### config.mk
export PLATFORM = sky130hd
export DESIGN_NAME = dispatch
export DESIGN_NICKNAME = d
export VERILOG_FILES = /design/src/dispatch_pkg.sv /design/src/dispatch_if.sv /design/src/hazard_unit.sv /design/src/dispatch_decode.sv /design/src/dispatch_pipe.sv /design/src/dispatch.sv
export SDC_FILE = /design/constraint.sdc
export NUM_CORES = 1
export LEC_CHECK = 0
export BUFFER_PORTS_ARGS = -buffer_cell sky130_fd_sc_hd__clkbuf_2
export CELL_PAD_IN_SITES_DETAIL_PLACEMENT = 0
export CELL_PAD_IN_SITES_GLOBAL_PLACEMENT = 1
export CORE_ASPECT_RATIO = 0.75
export CORE_UTILIZATION = 40
export DETAILED_ROUTE_END_ITERATION = 10
export PLACE_DENSITY = 0.82
export SETUP_SLACK_MARGIN = 0.15
export SLEW_MARGIN = 40
export SYNTH_ARGS = -nofsm -noshare
export SYNTH_HDL_FRONTEND = slang
export SYNTH_SLANG_ARGS = --single-unit
export TNS_END_PERCENT = 1
### constraint.sdc
create_clock -name clk -period 6.5 [get_ports clk]
set_input_delay 1.625 -clock clk [delete_from_list [all_inputs] [get_ports clk]]
set_output_delay 1.625 -clock clk [all_outputs]
set_load 0.03 [all_outputs]
### src/dispatch_pkg.sv
// widths, stall bus bit positions, operation encodings and the decode-info word
package dispatch_pkg;

    localparam int XLEN            = 32;
    localparam int REG_ADDR_WIDTH  = 5;
    localparam int COMMIT_ID_WIDTH = 2;
    localparam int STALL_WIDTH     = 2;

    // stall bus bit positions
    localparam int STALL_HOLD  = 0;
    localparam int STALL_FLUSH = 1;

    typedef enum logic [1:0] {
        GRP_NONE = 2'd0,
        GRP_ALU  = 2'd1,
        GRP_MEM  = 2'd2
    } unit_group_e;

    // opaque to dispatch, the ALU decodes it
    typedef enum logic [3:0] {
        ALU_ADD  = 4'd0,
        ALU_SUB  = 4'd1,
        ALU_SLL  = 4'd2,
        ALU_SLT  = 4'd3,
        ALU_SLTU = 4'd4,
        ALU_XOR  = 4'd5,
        ALU_SRL  = 4'd6,
        ALU_SRA  = 4'd7,
        ALU_OR   = 4'd8,
        ALU_AND  = 4'd9,
        ALU_LUI  = 4'd10
    } alu_op_e;

    typedef enum logic [1:0] {
        SIZE_B = 2'd0,
        SIZE_H = 2'd1,
        SIZE_W = 2'd2
    } mem_size_e;

    typedef struct packed {
        alu_op_e op;
        logic    use_pc;
        logic    use_imm;
    } alu_view_t;

    typedef struct packed {
        logic      rsvd;
        logic      is_load;
        logic      is_store;
        mem_size_e size;
        logic      is_unsigned;
    } mem_view_t;

    // payload bits mean different things per unit group
    typedef union packed {
        alu_view_t alu;
        mem_view_t mem;
    } dec_payload_u;

    typedef struct packed {
        unit_group_e  grp;
        dec_payload_u payload;
    } dec_info_t;

endpackage

### src/dispatch_if.sv
// decoded ALU and memory requests between decoder and pipeline register
`timescale 1ns/1ns

interface dispatch_if;

    logic                          req_alu;
    logic [dispatch_pkg::XLEN-1:0] alu_op1;
    logic [dispatch_pkg::XLEN-1:0] alu_op2;
    dispatch_pkg::alu_op_e         alu_op;

    logic                          req_mem;
    logic                          mem_load;
    logic                          mem_store;
    logic                          mem_unsigned;
    dispatch_pkg::mem_size_e       mem_size;
    logic [dispatch_pkg::XLEN-1:0] mem_addr;
    logic [3:0]                    mem_wmask;
    logic [dispatch_pkg::XLEN-1:0] mem_wdata;
    logic                          misaligned_load;
    logic                          misaligned_store;

    modport producer (
        output req_alu, alu_op1, alu_op2, alu_op,
        output req_mem, mem_load, mem_store, mem_unsigned, mem_size,
        output mem_addr, mem_wmask, mem_wdata,
        output misaligned_load, misaligned_store
    );

    modport consumer (
        input req_alu, alu_op1, alu_op2, alu_op,
        input req_mem, mem_load, mem_store, mem_unsigned, mem_size,
        input mem_addr, mem_wmask, mem_wdata,
        input misaligned_load, misaligned_store
    );

endinterface

### src/hazard_unit.sv
// load scoreboard, commit ID allocation and register hazard stall
`timescale 1ns/1ns

module hazard_unit #(
    parameter int LONG_SLOTS = 4
) (
    input  logic                                     clk,
    input  logic                                     rst_n_i,
    input  logic                                     inst_valid_i,
    input  logic                                     is_load_i,
    input  logic                                     rd_we_i,
    input  logic [dispatch_pkg::REG_ADDR_WIDTH-1:0]  rd_addr_i,
    input  logic [dispatch_pkg::REG_ADDR_WIDTH-1:0]  rs1_addr_i,
    input  logic [dispatch_pkg::REG_ADDR_WIDTH-1:0]  rs2_addr_i,
    input  logic                                     issue_i,
    input  logic                                     commit_valid_i,
    input  logic [dispatch_pkg::COMMIT_ID_WIDTH-1:0] commit_id_i,
    output logic                                     hazard_stall_o,
    output logic [dispatch_pkg::COMMIT_ID_WIDTH-1:0] alloc_id_o
);

    logic [LONG_SLOTS-1:0]                   busy_q;
    logic [dispatch_pkg::REG_ADDR_WIDTH-1:0] rd_q [LONG_SLOTS];
    logic                                    free_any;
    logic                                    conflict;

    if (LONG_SLOTS > (1 << dispatch_pkg::COMMIT_ID_WIDTH)) begin : g_slot_check
        $error("commit ID too narrow for LONG_SLOTS");
    end

    // lowest free slot wins
    always_comb begin
        free_any   = 1'b0;
        alloc_id_o = '0;
        for (int i = LONG_SLOTS - 1; i >= 0; i--) begin
            if (!busy_q[i]) begin
                free_any   = 1'b1;
                alloc_id_o = i[dispatch_pkg::COMMIT_ID_WIDTH-1:0];
            end
        end
    end

    // x0 never carries a dependency
    always_comb begin
        conflict = 1'b0;
        for (int i = 0; i < LONG_SLOTS; i++) begin
            if (busy_q[i]) begin
                if ((rs1_addr_i != '0 && rs1_addr_i == rd_q[i]) ||
                    (rs2_addr_i != '0 && rs2_addr_i == rd_q[i]) ||
                    (rd_we_i && rd_addr_i != '0 && rd_addr_i == rd_q[i])) begin
                    conflict = 1'b1;
                end
            end
        end
    end

    assign hazard_stall_o = inst_valid_i && (conflict || (is_load_i && !free_any));

    always_ff @(posedge clk or negedge rst_n_i) begin
        if (!rst_n_i) begin
            busy_q <= '0;
        end else begin
            if (commit_valid_i) begin
                busy_q[commit_id_i] <= 1'b0;
            end
            if (issue_i && is_load_i) begin
                busy_q[alloc_id_o] <= 1'b1;
            end
        end
    end

    always_ff @(posedge clk) begin
        if (issue_i && is_load_i) begin
            rd_q[alloc_id_o] <= rd_addr_i;
        end
    end

    // writeback may only retire tags that are outstanding
    assert property (@(posedge clk) disable iff (!rst_n_i)
        commit_valid_i |-> busy_q[commit_id_i])
        else $error("commit of idle slot %0d", commit_id_i);

    // the pipe must honour the stall for a full scoreboard
    assert property (@(posedge clk) disable iff (!rst_n_i)
        (issue_i && is_load_i) |-> free_any)
        else $error("load issued with no free slot");

endmodule

### src/dispatch_decode.sv
// operand selection and load/store address, byte mask and store data
`timescale 1ns/1ns

module dispatch_decode (
    input  dispatch_pkg::dec_info_t       dec_info_i,
    input  logic [dispatch_pkg::XLEN-1:0] dec_imm_i,
    input  logic [dispatch_pkg::XLEN-1:0] dec_pc_i,
    input  logic [dispatch_pkg::XLEN-1:0] rs1_rdata_i,
    input  logic [dispatch_pkg::XLEN-1:0] rs2_rdata_i,
    dispatch_if.producer                  req
);

    logic                          is_alu;
    logic                          is_mem;
    logic                          is_ld;
    logic                          is_st;
    logic                          misaligned;
    logic [dispatch_pkg::XLEN-1:0] addr;
    logic [3:0]                    lane_mask;
    logic [dispatch_pkg::XLEN-1:0] lane_data;

    assign is_alu = (dec_info_i.grp == dispatch_pkg::GRP_ALU);
    assign is_mem = (dec_info_i.grp == dispatch_pkg::GRP_MEM);
    assign is_ld  = is_mem && dec_info_i.payload.mem.is_load;
    assign is_st  = is_mem && dec_info_i.payload.mem.is_store;

    assign req.req_alu = is_alu;
    assign req.alu_op1 = dec_info_i.payload.alu.use_pc ? dec_pc_i : rs1_rdata_i;
    assign req.alu_op2 = dec_info_i.payload.alu.use_imm ? dec_imm_i : rs2_rdata_i;
    assign req.alu_op  = dec_info_i.payload.alu.op;

    // effective address
    assign addr = rs1_rdata_i + dec_imm_i;

    // byte lanes and alignment per access size
    always_comb begin
        case (dec_info_i.payload.mem.size)
            dispatch_pkg::SIZE_B: begin
                lane_mask  = 4'b0001 << addr[1:0];
                lane_data  = {4{rs2_rdata_i[7:0]}};
                misaligned = 1'b0;
            end
            dispatch_pkg::SIZE_H: begin
                lane_mask  = addr[1] ? 4'b1100 : 4'b0011;
                lane_data  = {2{rs2_rdata_i[15:0]}};
                misaligned = addr[0];
            end
            default: begin
                lane_mask  = 4'b1111;
                lane_data  = rs2_rdata_i;
                misaligned = (addr[1:0] != 2'b00);
            end
        endcase
    end

    assign req.req_mem          = is_mem;
    assign req.mem_load         = is_ld;
    assign req.mem_store        = is_st;
    assign req.mem_unsigned     = dec_info_i.payload.mem.is_unsigned;
    assign req.mem_size         = dec_info_i.payload.mem.size;
    assign req.mem_addr         = addr;
    // loads write nothing
    assign req.mem_wmask        = is_st ? lane_mask : 4'b0000;
    assign req.mem_wdata        = lane_data;
    assign req.misaligned_load  = is_ld && misaligned;
    assign req.misaligned_store = is_st && misaligned;

endmodule

### src/dispatch_pipe.sv
// dispatch pipeline register with hold, flush and bubble insertion
`timescale 1ns/1ns

module dispatch_pipe (
    input  logic                                     clk,
    input  logic                                     rst_n_i,
    input  logic [dispatch_pkg::STALL_WIDTH-1:0]     stall_flag_i,
    input  logic                                     inst_valid_i,
    input  logic                                     hazard_stall_i,
    input  logic [dispatch_pkg::XLEN-1:0]            inst_addr_i,
    input  logic                                     reg_we_i,
    input  logic [dispatch_pkg::REG_ADDR_WIDTH-1:0]  reg_waddr_i,
    input  logic [dispatch_pkg::COMMIT_ID_WIDTH-1:0] commit_id_i,
    dispatch_if.consumer                             req,
    output logic                                     issue_o,

    output logic                                     inst_valid_o,
    output logic [dispatch_pkg::XLEN-1:0]            inst_addr_o,
    output logic                                     reg_we_o,
    output logic [dispatch_pkg::REG_ADDR_WIDTH-1:0]  reg_waddr_o,
    output logic [dispatch_pkg::COMMIT_ID_WIDTH-1:0] commit_id_o,
    output logic                                     req_alu_o,
    output logic [dispatch_pkg::XLEN-1:0]            alu_op1_o,
    output logic [dispatch_pkg::XLEN-1:0]            alu_op2_o,
    output dispatch_pkg::alu_op_e                    alu_op_o,
    output logic                                     req_mem_o,
    output logic                                     mem_load_o,
    output logic                                     mem_store_o,
    output logic                                     mem_unsigned_o,
    output dispatch_pkg::mem_size_e                  mem_size_o,
    output logic [dispatch_pkg::XLEN-1:0]            mem_addr_o,
    output logic [3:0]                               mem_wmask_o,
    output logic [dispatch_pkg::XLEN-1:0]            mem_wdata_o,
    output logic                                     misaligned_load_o,
    output logic                                     misaligned_store_o
);

    logic hold;
    logic flush;

    assign hold    = stall_flag_i[dispatch_pkg::STALL_HOLD];
    assign flush   = stall_flag_i[dispatch_pkg::STALL_FLUSH];
    assign issue_o = inst_valid_i && !hazard_stall_i && !hold && !flush;

    // control bits, hold beats flush and bubble
    always_ff @(posedge clk or negedge rst_n_i) begin
        if (!rst_n_i) begin
            inst_valid_o <= 1'b0;
            req_alu_o    <= 1'b0;
            req_mem_o    <= 1'b0;
            reg_we_o     <= 1'b0;
        end else if (issue_o) begin
            inst_valid_o <= 1'b1;
            req_alu_o    <= req.req_alu;
            req_mem_o    <= req.req_mem;
            reg_we_o     <= reg_we_i;
        end else if (!hold) begin
            inst_valid_o <= 1'b0;
            req_alu_o    <= 1'b0;
            req_mem_o    <= 1'b0;
            reg_we_o     <= 1'b0;
        end
    end

    // payload only moves on issue
    always_ff @(posedge clk) begin
        if (issue_o) begin
            inst_addr_o        <= inst_addr_i;
            reg_waddr_o        <= reg_waddr_i;
            commit_id_o        <= commit_id_i;
            alu_op1_o          <= req.alu_op1;
            alu_op2_o          <= req.alu_op2;
            alu_op_o           <= req.alu_op;
            mem_load_o         <= req.mem_load;
            mem_store_o        <= req.mem_store;
            mem_unsigned_o     <= req.mem_unsigned;
            mem_size_o         <= req.mem_size;
            mem_addr_o         <= req.mem_addr;
            mem_wmask_o        <= req.mem_wmask;
            mem_wdata_o        <= req.mem_wdata;
            misaligned_load_o  <= req.misaligned_load;
            misaligned_store_o <= req.misaligned_store;
        end
    end

    // downstream sees a frozen instruction while held
    assert property (@(posedge clk) disable iff (!rst_n_i)
        hold |=> $stable({inst_valid_o, req_alu_o, req_mem_o, reg_we_o, inst_addr_o,
                          reg_waddr_o, commit_id_o, alu_op1_o, alu_op2_o, alu_op_o,
                          mem_load_o, mem_store_o, mem_unsigned_o, mem_size_o, mem_addr_o,
                          mem_wmask_o, mem_wdata_o, misaligned_load_o, misaligned_store_o}))
        else $error("pipe outputs changed under hold");

endmodule

### src/dispatch.sv
// dispatch stage top level joining decoder, hazard unit and pipeline register
`timescale 1ns/1ns

module dispatch #(
    parameter int LONG_SLOTS = 4
) (
    input  logic                                     clk,
    input  logic                                     rst_n_i,
    input  logic [dispatch_pkg::STALL_WIDTH-1:0]     stall_flag_i,
    input  logic                                     inst_valid_i,
    input  dispatch_pkg::dec_info_t                  dec_info_i,
    input  logic [dispatch_pkg::XLEN-1:0]            dec_imm_i,
    input  logic [dispatch_pkg::XLEN-1:0]            dec_pc_i,
    input  logic [dispatch_pkg::XLEN-1:0]            rs1_rdata_i,
    input  logic [dispatch_pkg::XLEN-1:0]            rs2_rdata_i,
    input  logic [dispatch_pkg::REG_ADDR_WIDTH-1:0]  reg_waddr_i,
    input  logic [dispatch_pkg::REG_ADDR_WIDTH-1:0]  reg1_raddr_i,
    input  logic [dispatch_pkg::REG_ADDR_WIDTH-1:0]  reg2_raddr_i,
    input  logic                                     reg_we_i,
    input  logic                                     commit_valid_i,
    input  logic [dispatch_pkg::COMMIT_ID_WIDTH-1:0] commit_id_i,
    output logic                                     hazard_stall_o,

    output logic                                     pipe_inst_valid_o,
    output logic [dispatch_pkg::XLEN-1:0]            pipe_inst_addr_o,
    output logic                                     pipe_reg_we_o,
    output logic [dispatch_pkg::REG_ADDR_WIDTH-1:0]  pipe_reg_waddr_o,
    output logic [dispatch_pkg::COMMIT_ID_WIDTH-1:0] commit_id_o,
    output logic                                     req_alu_o,
    output logic [dispatch_pkg::XLEN-1:0]            alu_op1_o,
    output logic [dispatch_pkg::XLEN-1:0]            alu_op2_o,
    output dispatch_pkg::alu_op_e                    alu_op_o,
    output logic                                     req_mem_o,
    output logic                                     mem_load_o,
    output logic                                     mem_store_o,
    output logic                                     mem_unsigned_o,
    output dispatch_pkg::mem_size_e                  mem_size_o,
    output logic [dispatch_pkg::XLEN-1:0]            mem_addr_o,
    output logic [3:0]                               mem_wmask_o,
    output logic [dispatch_pkg::XLEN-1:0]            mem_wdata_o,
    output logic                                     misaligned_load_o,
    output logic                                     misaligned_store_o
);

    logic                                     issue;
    logic [dispatch_pkg::COMMIT_ID_WIDTH-1:0] alloc_id;

    dispatch_if req_bus ();

    dispatch_decode u_dispatch_decode (
        .dec_info_i  (dec_info_i),
        .dec_imm_i   (dec_imm_i),
        .dec_pc_i    (dec_pc_i),
        .rs1_rdata_i (rs1_rdata_i),
        .rs2_rdata_i (rs2_rdata_i),
        .req         (req_bus.producer)
    );

    // loads are the only long instructions
    hazard_unit #(
        .LONG_SLOTS (LONG_SLOTS)
    ) u_hazard_unit (
        .clk            (clk),
        .rst_n_i        (rst_n_i),
        .inst_valid_i   (inst_valid_i),
        .is_load_i      (req_bus.mem_load),
        .rd_we_i        (reg_we_i),
        .rd_addr_i      (reg_waddr_i),
        .rs1_addr_i     (reg1_raddr_i),
        .rs2_addr_i     (reg2_raddr_i),
        .issue_i        (issue),
        .commit_valid_i (commit_valid_i),
        .commit_id_i    (commit_id_i),
        .hazard_stall_o (hazard_stall_o),
        .alloc_id_o     (alloc_id)
    );

    dispatch_pipe u_dispatch_pipe (
        .clk                (clk),
        .rst_n_i            (rst_n_i),
        .stall_flag_i       (stall_flag_i),
        .inst_valid_i       (inst_valid_i),
        .hazard_stall_i     (hazard_stall_o),
        .inst_addr_i        (dec_pc_i),
        .reg_we_i           (reg_we_i),
        .reg_waddr_i        (reg_waddr_i),
        .commit_id_i        (alloc_id),
        .req                (req_bus.consumer),
        .issue_o            (issue),
        .inst_valid_o       (pipe_inst_valid_o),
        .inst_addr_o        (pipe_inst_addr_o),
        .reg_we_o           (pipe_reg_we_o),
        .reg_waddr_o        (pipe_reg_waddr_o),
        .commit_id_o        (commit_id_o),
        .req_alu_o          (req_alu_o),
        .alu_op1_o          (alu_op1_o),
        .alu_op2_o          (alu_op2_o),
        .alu_op_o           (alu_op_o),
        .req_mem_o          (req_mem_o),
        .mem_load_o         (mem_load_o),
        .mem_store_o        (mem_store_o),
        .mem_unsigned_o     (mem_unsigned_o),
        .mem_size_o         (mem_size_o),
        .mem_addr_o         (mem_addr_o),
        .mem_wmask_o        (mem_wmask_o),
        .mem_wdata_o        (mem_wdata_o),
        .misaligned_load_o  (misaligned_load_o),
        .misaligned_store_o (misaligned_store_o)
    );

endmodule

==> flow_metrics.env <==
export IMPL_outcome="completed"
export IMPL_cts_tree="yes"
export IMPL_root_buffer="clkbuf_16"
export IMPL_ant_nets=0
export IMPL_final_period_utilization_pct=79.1
export IMPL_layout_common_cells="clkbuf_2 (345), edfxtp_1 (201), mux2_2 (80)"
export IMPL_routed_via_density=5.12
export IMPL_insertion_delay_ns=0.51
export IMPL_post_drt_wl_per_cell_um=21.0
export IMPL_crit_type="input pin to output pin"
export IMPL_final_common_cell="clkbuf_2"
export IMPL_pre_cts_slack_ns=1.37
export IMPL_layout_setup_ws_ns=1.36
export IMPL_relSlewSlack_pct=45.7
export IMPL_numPortBuffers=346
export IMPL_dp_hpwl_um=22100
export IMPL_synth_edf_count=201
export IMPL_synth_async_reset_ratio_pct=3.83
export IMPL_worst_pin_slew_ns=0.808
export IMPL_fin_setup_tns_ns=0
export IMPL_fmax_mhz=195
export IMPL_first_iter_violations=469
export IMPL_drv_cap=0
export IMPL_worstHoldPathType="flip-flop to flip-flop"
export IMPL_hold_viol_final=0
export IMPL_routabilityCongestion=0.883
export IMPL_cts_sinks=209
export IMPL_synth_seq_cells=209
export IMPL_period_needed_ns=5.14
export IMPL_layout_drive_gt1_share_pct=45.5
export IMPL_slowest_delay_ns=0.58
export IMPL_die_h_um=138
export IMPL_hold_buffers=0
export IMPL_worstPathRequired_ns=4.88
export IMPL_seqCellArea_um2=6240
export IMPL_netlist_instances=683
export IMPL_timing_final_max_slew_violations=0
export IMPL_finClkSkew_ns=0.0117
export IMPL_overflow=0
export IMPL_antenna_found_initial=0
export IMPL_startpoint_type="input pin"
export IMPL_numCtsBuffers=23
export IMPL_htree_levels=1
export IMPL_report_power_total_mw=3.27
export IMPL_fillers=2152
export IMPL_die_area_um2=25400
export IMPL_grt_pass1_wl_um=42300
export IMPL_cp_num_buf_inv=2
export IMPL_cp_slowest_cell="or4_4"
export IMPL_grt_max_degree=114
export IMPL_area_growth_pct=27.9
export IMPL_peakVddDrop_mv=0.183
export IMPL_cp_common_cell="clkbuf_2"
export IMPL_fin_nets=1219
export IMPL_path_cells="clkbuf_2 > or4_4 > o21ai_4 > nor4_1 > o31ai_1 > o2111ai_1 > and2_1 > clkbuf_2"
export IMPL_power_density_nw_per_um2=258
export IMPL_ys_flop_type="edfxtp_1"
export IMPL_syn_avg_cell_area_um2=14.5
export IMPL_worstPathArrival_ns=3.51
export IMPL_wl_um=28800
export IMPL_vias=7033
export IMPL_power_leakage_nw=5.11
export IMPL_post_cts_setup_buffer_count=0
export IMPL_chipWidth_um=184
export IMPL_drt_first_pass_iters=5
export IMPL_syn_area_um2=9900
export IMPL_multi_input_area_um2=3480
export IMPL_grt_pass1_vias=6903
export IMPL_crit_family="simple AND/OR/NAND/NOR gates"
export IMPL_num_antenna_cells=0
export IMPL_fp_row_count=49
export IMPL_ys_seq_area_share_pct=63.0
export IMPL_syn_num_nets=875
export IMPL_start_util_pct=41.0
export IMPL_setup_violations=0
export IMPL_rsz0062_at_grt="no"
export IMPL_yosysWarnings=0
export IMPL_coreArea_um2=24200
export IMPL_end_kind="output pin"
export IMPL_post_cts_resize_count=0
export IMPL_pin_count=347
export IMPL_grt_use_total_pct=22.3
export IMPL_cp_max_fo=10
export IMPL_ys_types=53
export IMPL_cts_max_path_buffers=3
export IMPL_route_detailed_drc=0
export IMPL_clk_pin_slew_ns=0.06
power by group:
group	switching [mW]	internal, mW	total (mW)	leakage [nW]
combinational	0.309	0.186	0.496	2.83
clock	0.526	0.695	1.22	0.339
sequential	0.0120	1.54	1.55	1.94
total	0.847	2.42	3.27	5.11
through the flow:
stage | area (um^2) | util (%) | hold WS (ns) | std cells
5_1_grt | 12700 | 52.4 | 0.509 | 1374
6_report | 12700 | 52.4 | 0.497 | 1374
3_5_place_dp | 12000 | 49.5 | 0.486 | 1333
4_1_cts | 12700 | 52.4 | 0.500 | 1374
3_3_place_gp | 11900 | 49.5 | 0.474 | 1333
2_1_floorplan | 9900 | - | 0.508 | 683
routing by layer:
metal  track usage (%)  vias to the layer above  part of all wire (%)
met5                 0                        -                     0
met1              31.3                     3358                    44
met3              6.69                       27                   9.4
met4              4.30                        0                   1.5
li1                  -                     3310                     -
met2              34.3                      338                    45
state kept, by name, indices dropped and copies added (netlist names), 2 cells and up:
register	count
u_dispatch_pipe.alu_op1_o	32
u_dispatch_pipe.alu_op2_o	32
u_dispatch_pipe.alu_op_o	4
u_dispatch_pipe.commit_id_o	2
u_dispatch_pipe.inst_addr_o	32
u_dispatch_pipe.mem_addr_o	32
u_dispatch_pipe.mem_wdata_o	32
u_dispatch_pipe.mem_wmask_o	4
u_dispatch_pipe.reg_waddr_o	5
u_hazard_unit.busy_q	4
u_hazard_unit.rd_q	20
final timing paths:
path | startpoint | endpoint | slack, ns | depth (start not counted)
setup reg to reg | u_hazard_unit.rd_q[1][4]$_DFFE_PP_ | u_dispatch_pipe.mem_wdata_o[28]$_DFFE_PN_ | 3.29 | 8
hold / removal | u_dispatch_pipe.req_alu_o$_DFFE_PN0P_ | u_dispatch_pipe.req_alu_o$_DFFE_PN0P_ | 0.50 | 1
min in group asynchronous | rst_n_i | u_dispatch_pipe.inst_valid_o$_DFFE_PN0P_ | 0.98 | 1
max in group asynchronous | rst_n_i | u_hazard_unit.busy_q[1]$_DFF_PN0_ | 5.30 | 1
hold reg to reg | u_dispatch_pipe.req_alu_o$_DFFE_PN0P_ | u_dispatch_pipe.req_alu_o$_DFFE_PN0P_ | 0.50 | 1
setup / recovery | reg_waddr_i[0] | hazard_stall_o | 1.36 | 8
synth_stat cells, types with 2 or more instances:
master / instances / area share (%)
buf_6: 2 / 0.23
a221o_1: 2 / 0.20
nor2_1: 19 / 0.72
a31oi_1: 4 / 0.25
a21oi_1: 28 / 1.4
inv_1: 14 / 0.53
a211oi_1: 5 / 0.38
o21ai_0: 24 / 1.2
ha_1: 31 / 3.9
edfxtp_1: 201 / 61
o31ai_1: 4 / 0.30
clkbuf_1: 17 / 0.64
a31o_2: 2 / 0.18
buf_2: 5 / 0.25
nand3_1: 22 / 1.1
buf_1: 6 / 0.23
and2_1: 3 / 0.19
o2111ai_1: 2 / 0.18
a32o_1: 2 / 0.20
dfrtp_1: 8 / 2.0
o21a_1: 7 / 0.53
nor2_2: 2 / 0.13
a21boi_0: 2 / 0.15
xnor2_1: 57 / 5.0
nor2b_1: 4 / 0.25
mux2_2: 80 / 9.1
a22o_1: 2 / 0.18
nor4_1: 11 / 0.70
nor3_1: 6 / 0.30
nor4_2: 4 / 0.51
and3_1: 4 / 0.25
mux2i_1: 8 / 0.81
or4_1: 2 / 0.15
o21bai_1: 3 / 0.23
nand2_1: 27 / 1.0
a311oi_1: 2 / 0.18
o211ai_1: 6 / 0.46
xor2_1: 30 / 2.7
a21o_1: 11 / 0.83
cell type report:
class	count	share of cell area (%)
sequential	209	49.3
multi-input combinational	429	27.5
timing repair buffer	350	14.1
clock buffer	29	4.72
tap	331	3.27
clock inverter	12	0.781
inverter	14	0.445
logic make-up (layout without fill, tap and decap cells):
kind of cell    after synthesis  after routing  share of synthesized area [%]
flops                       209            209                           63.0
simple gates                112            112                           5.98
compound gates              110            110                           7.31
mux                          88             88                           9.91
xor+xnor                     87             87                           7.70
buf+inv                      45            405                           1.96
fa+ha+maj                    32             32                           4.12
worst reg2reg max path: stages (launching register included):
cell        delay, ns
edfxtp_1         0.51
xnor2_1          0.18
nand3_1          0.15
nor4_1           0.07
o31ai_1          0.26
o2111ai_1        0.19
or4b_1           0.70
clkinvlp_4       0.19
buf_12           0.39
Power figures use the tool's default switching activity.
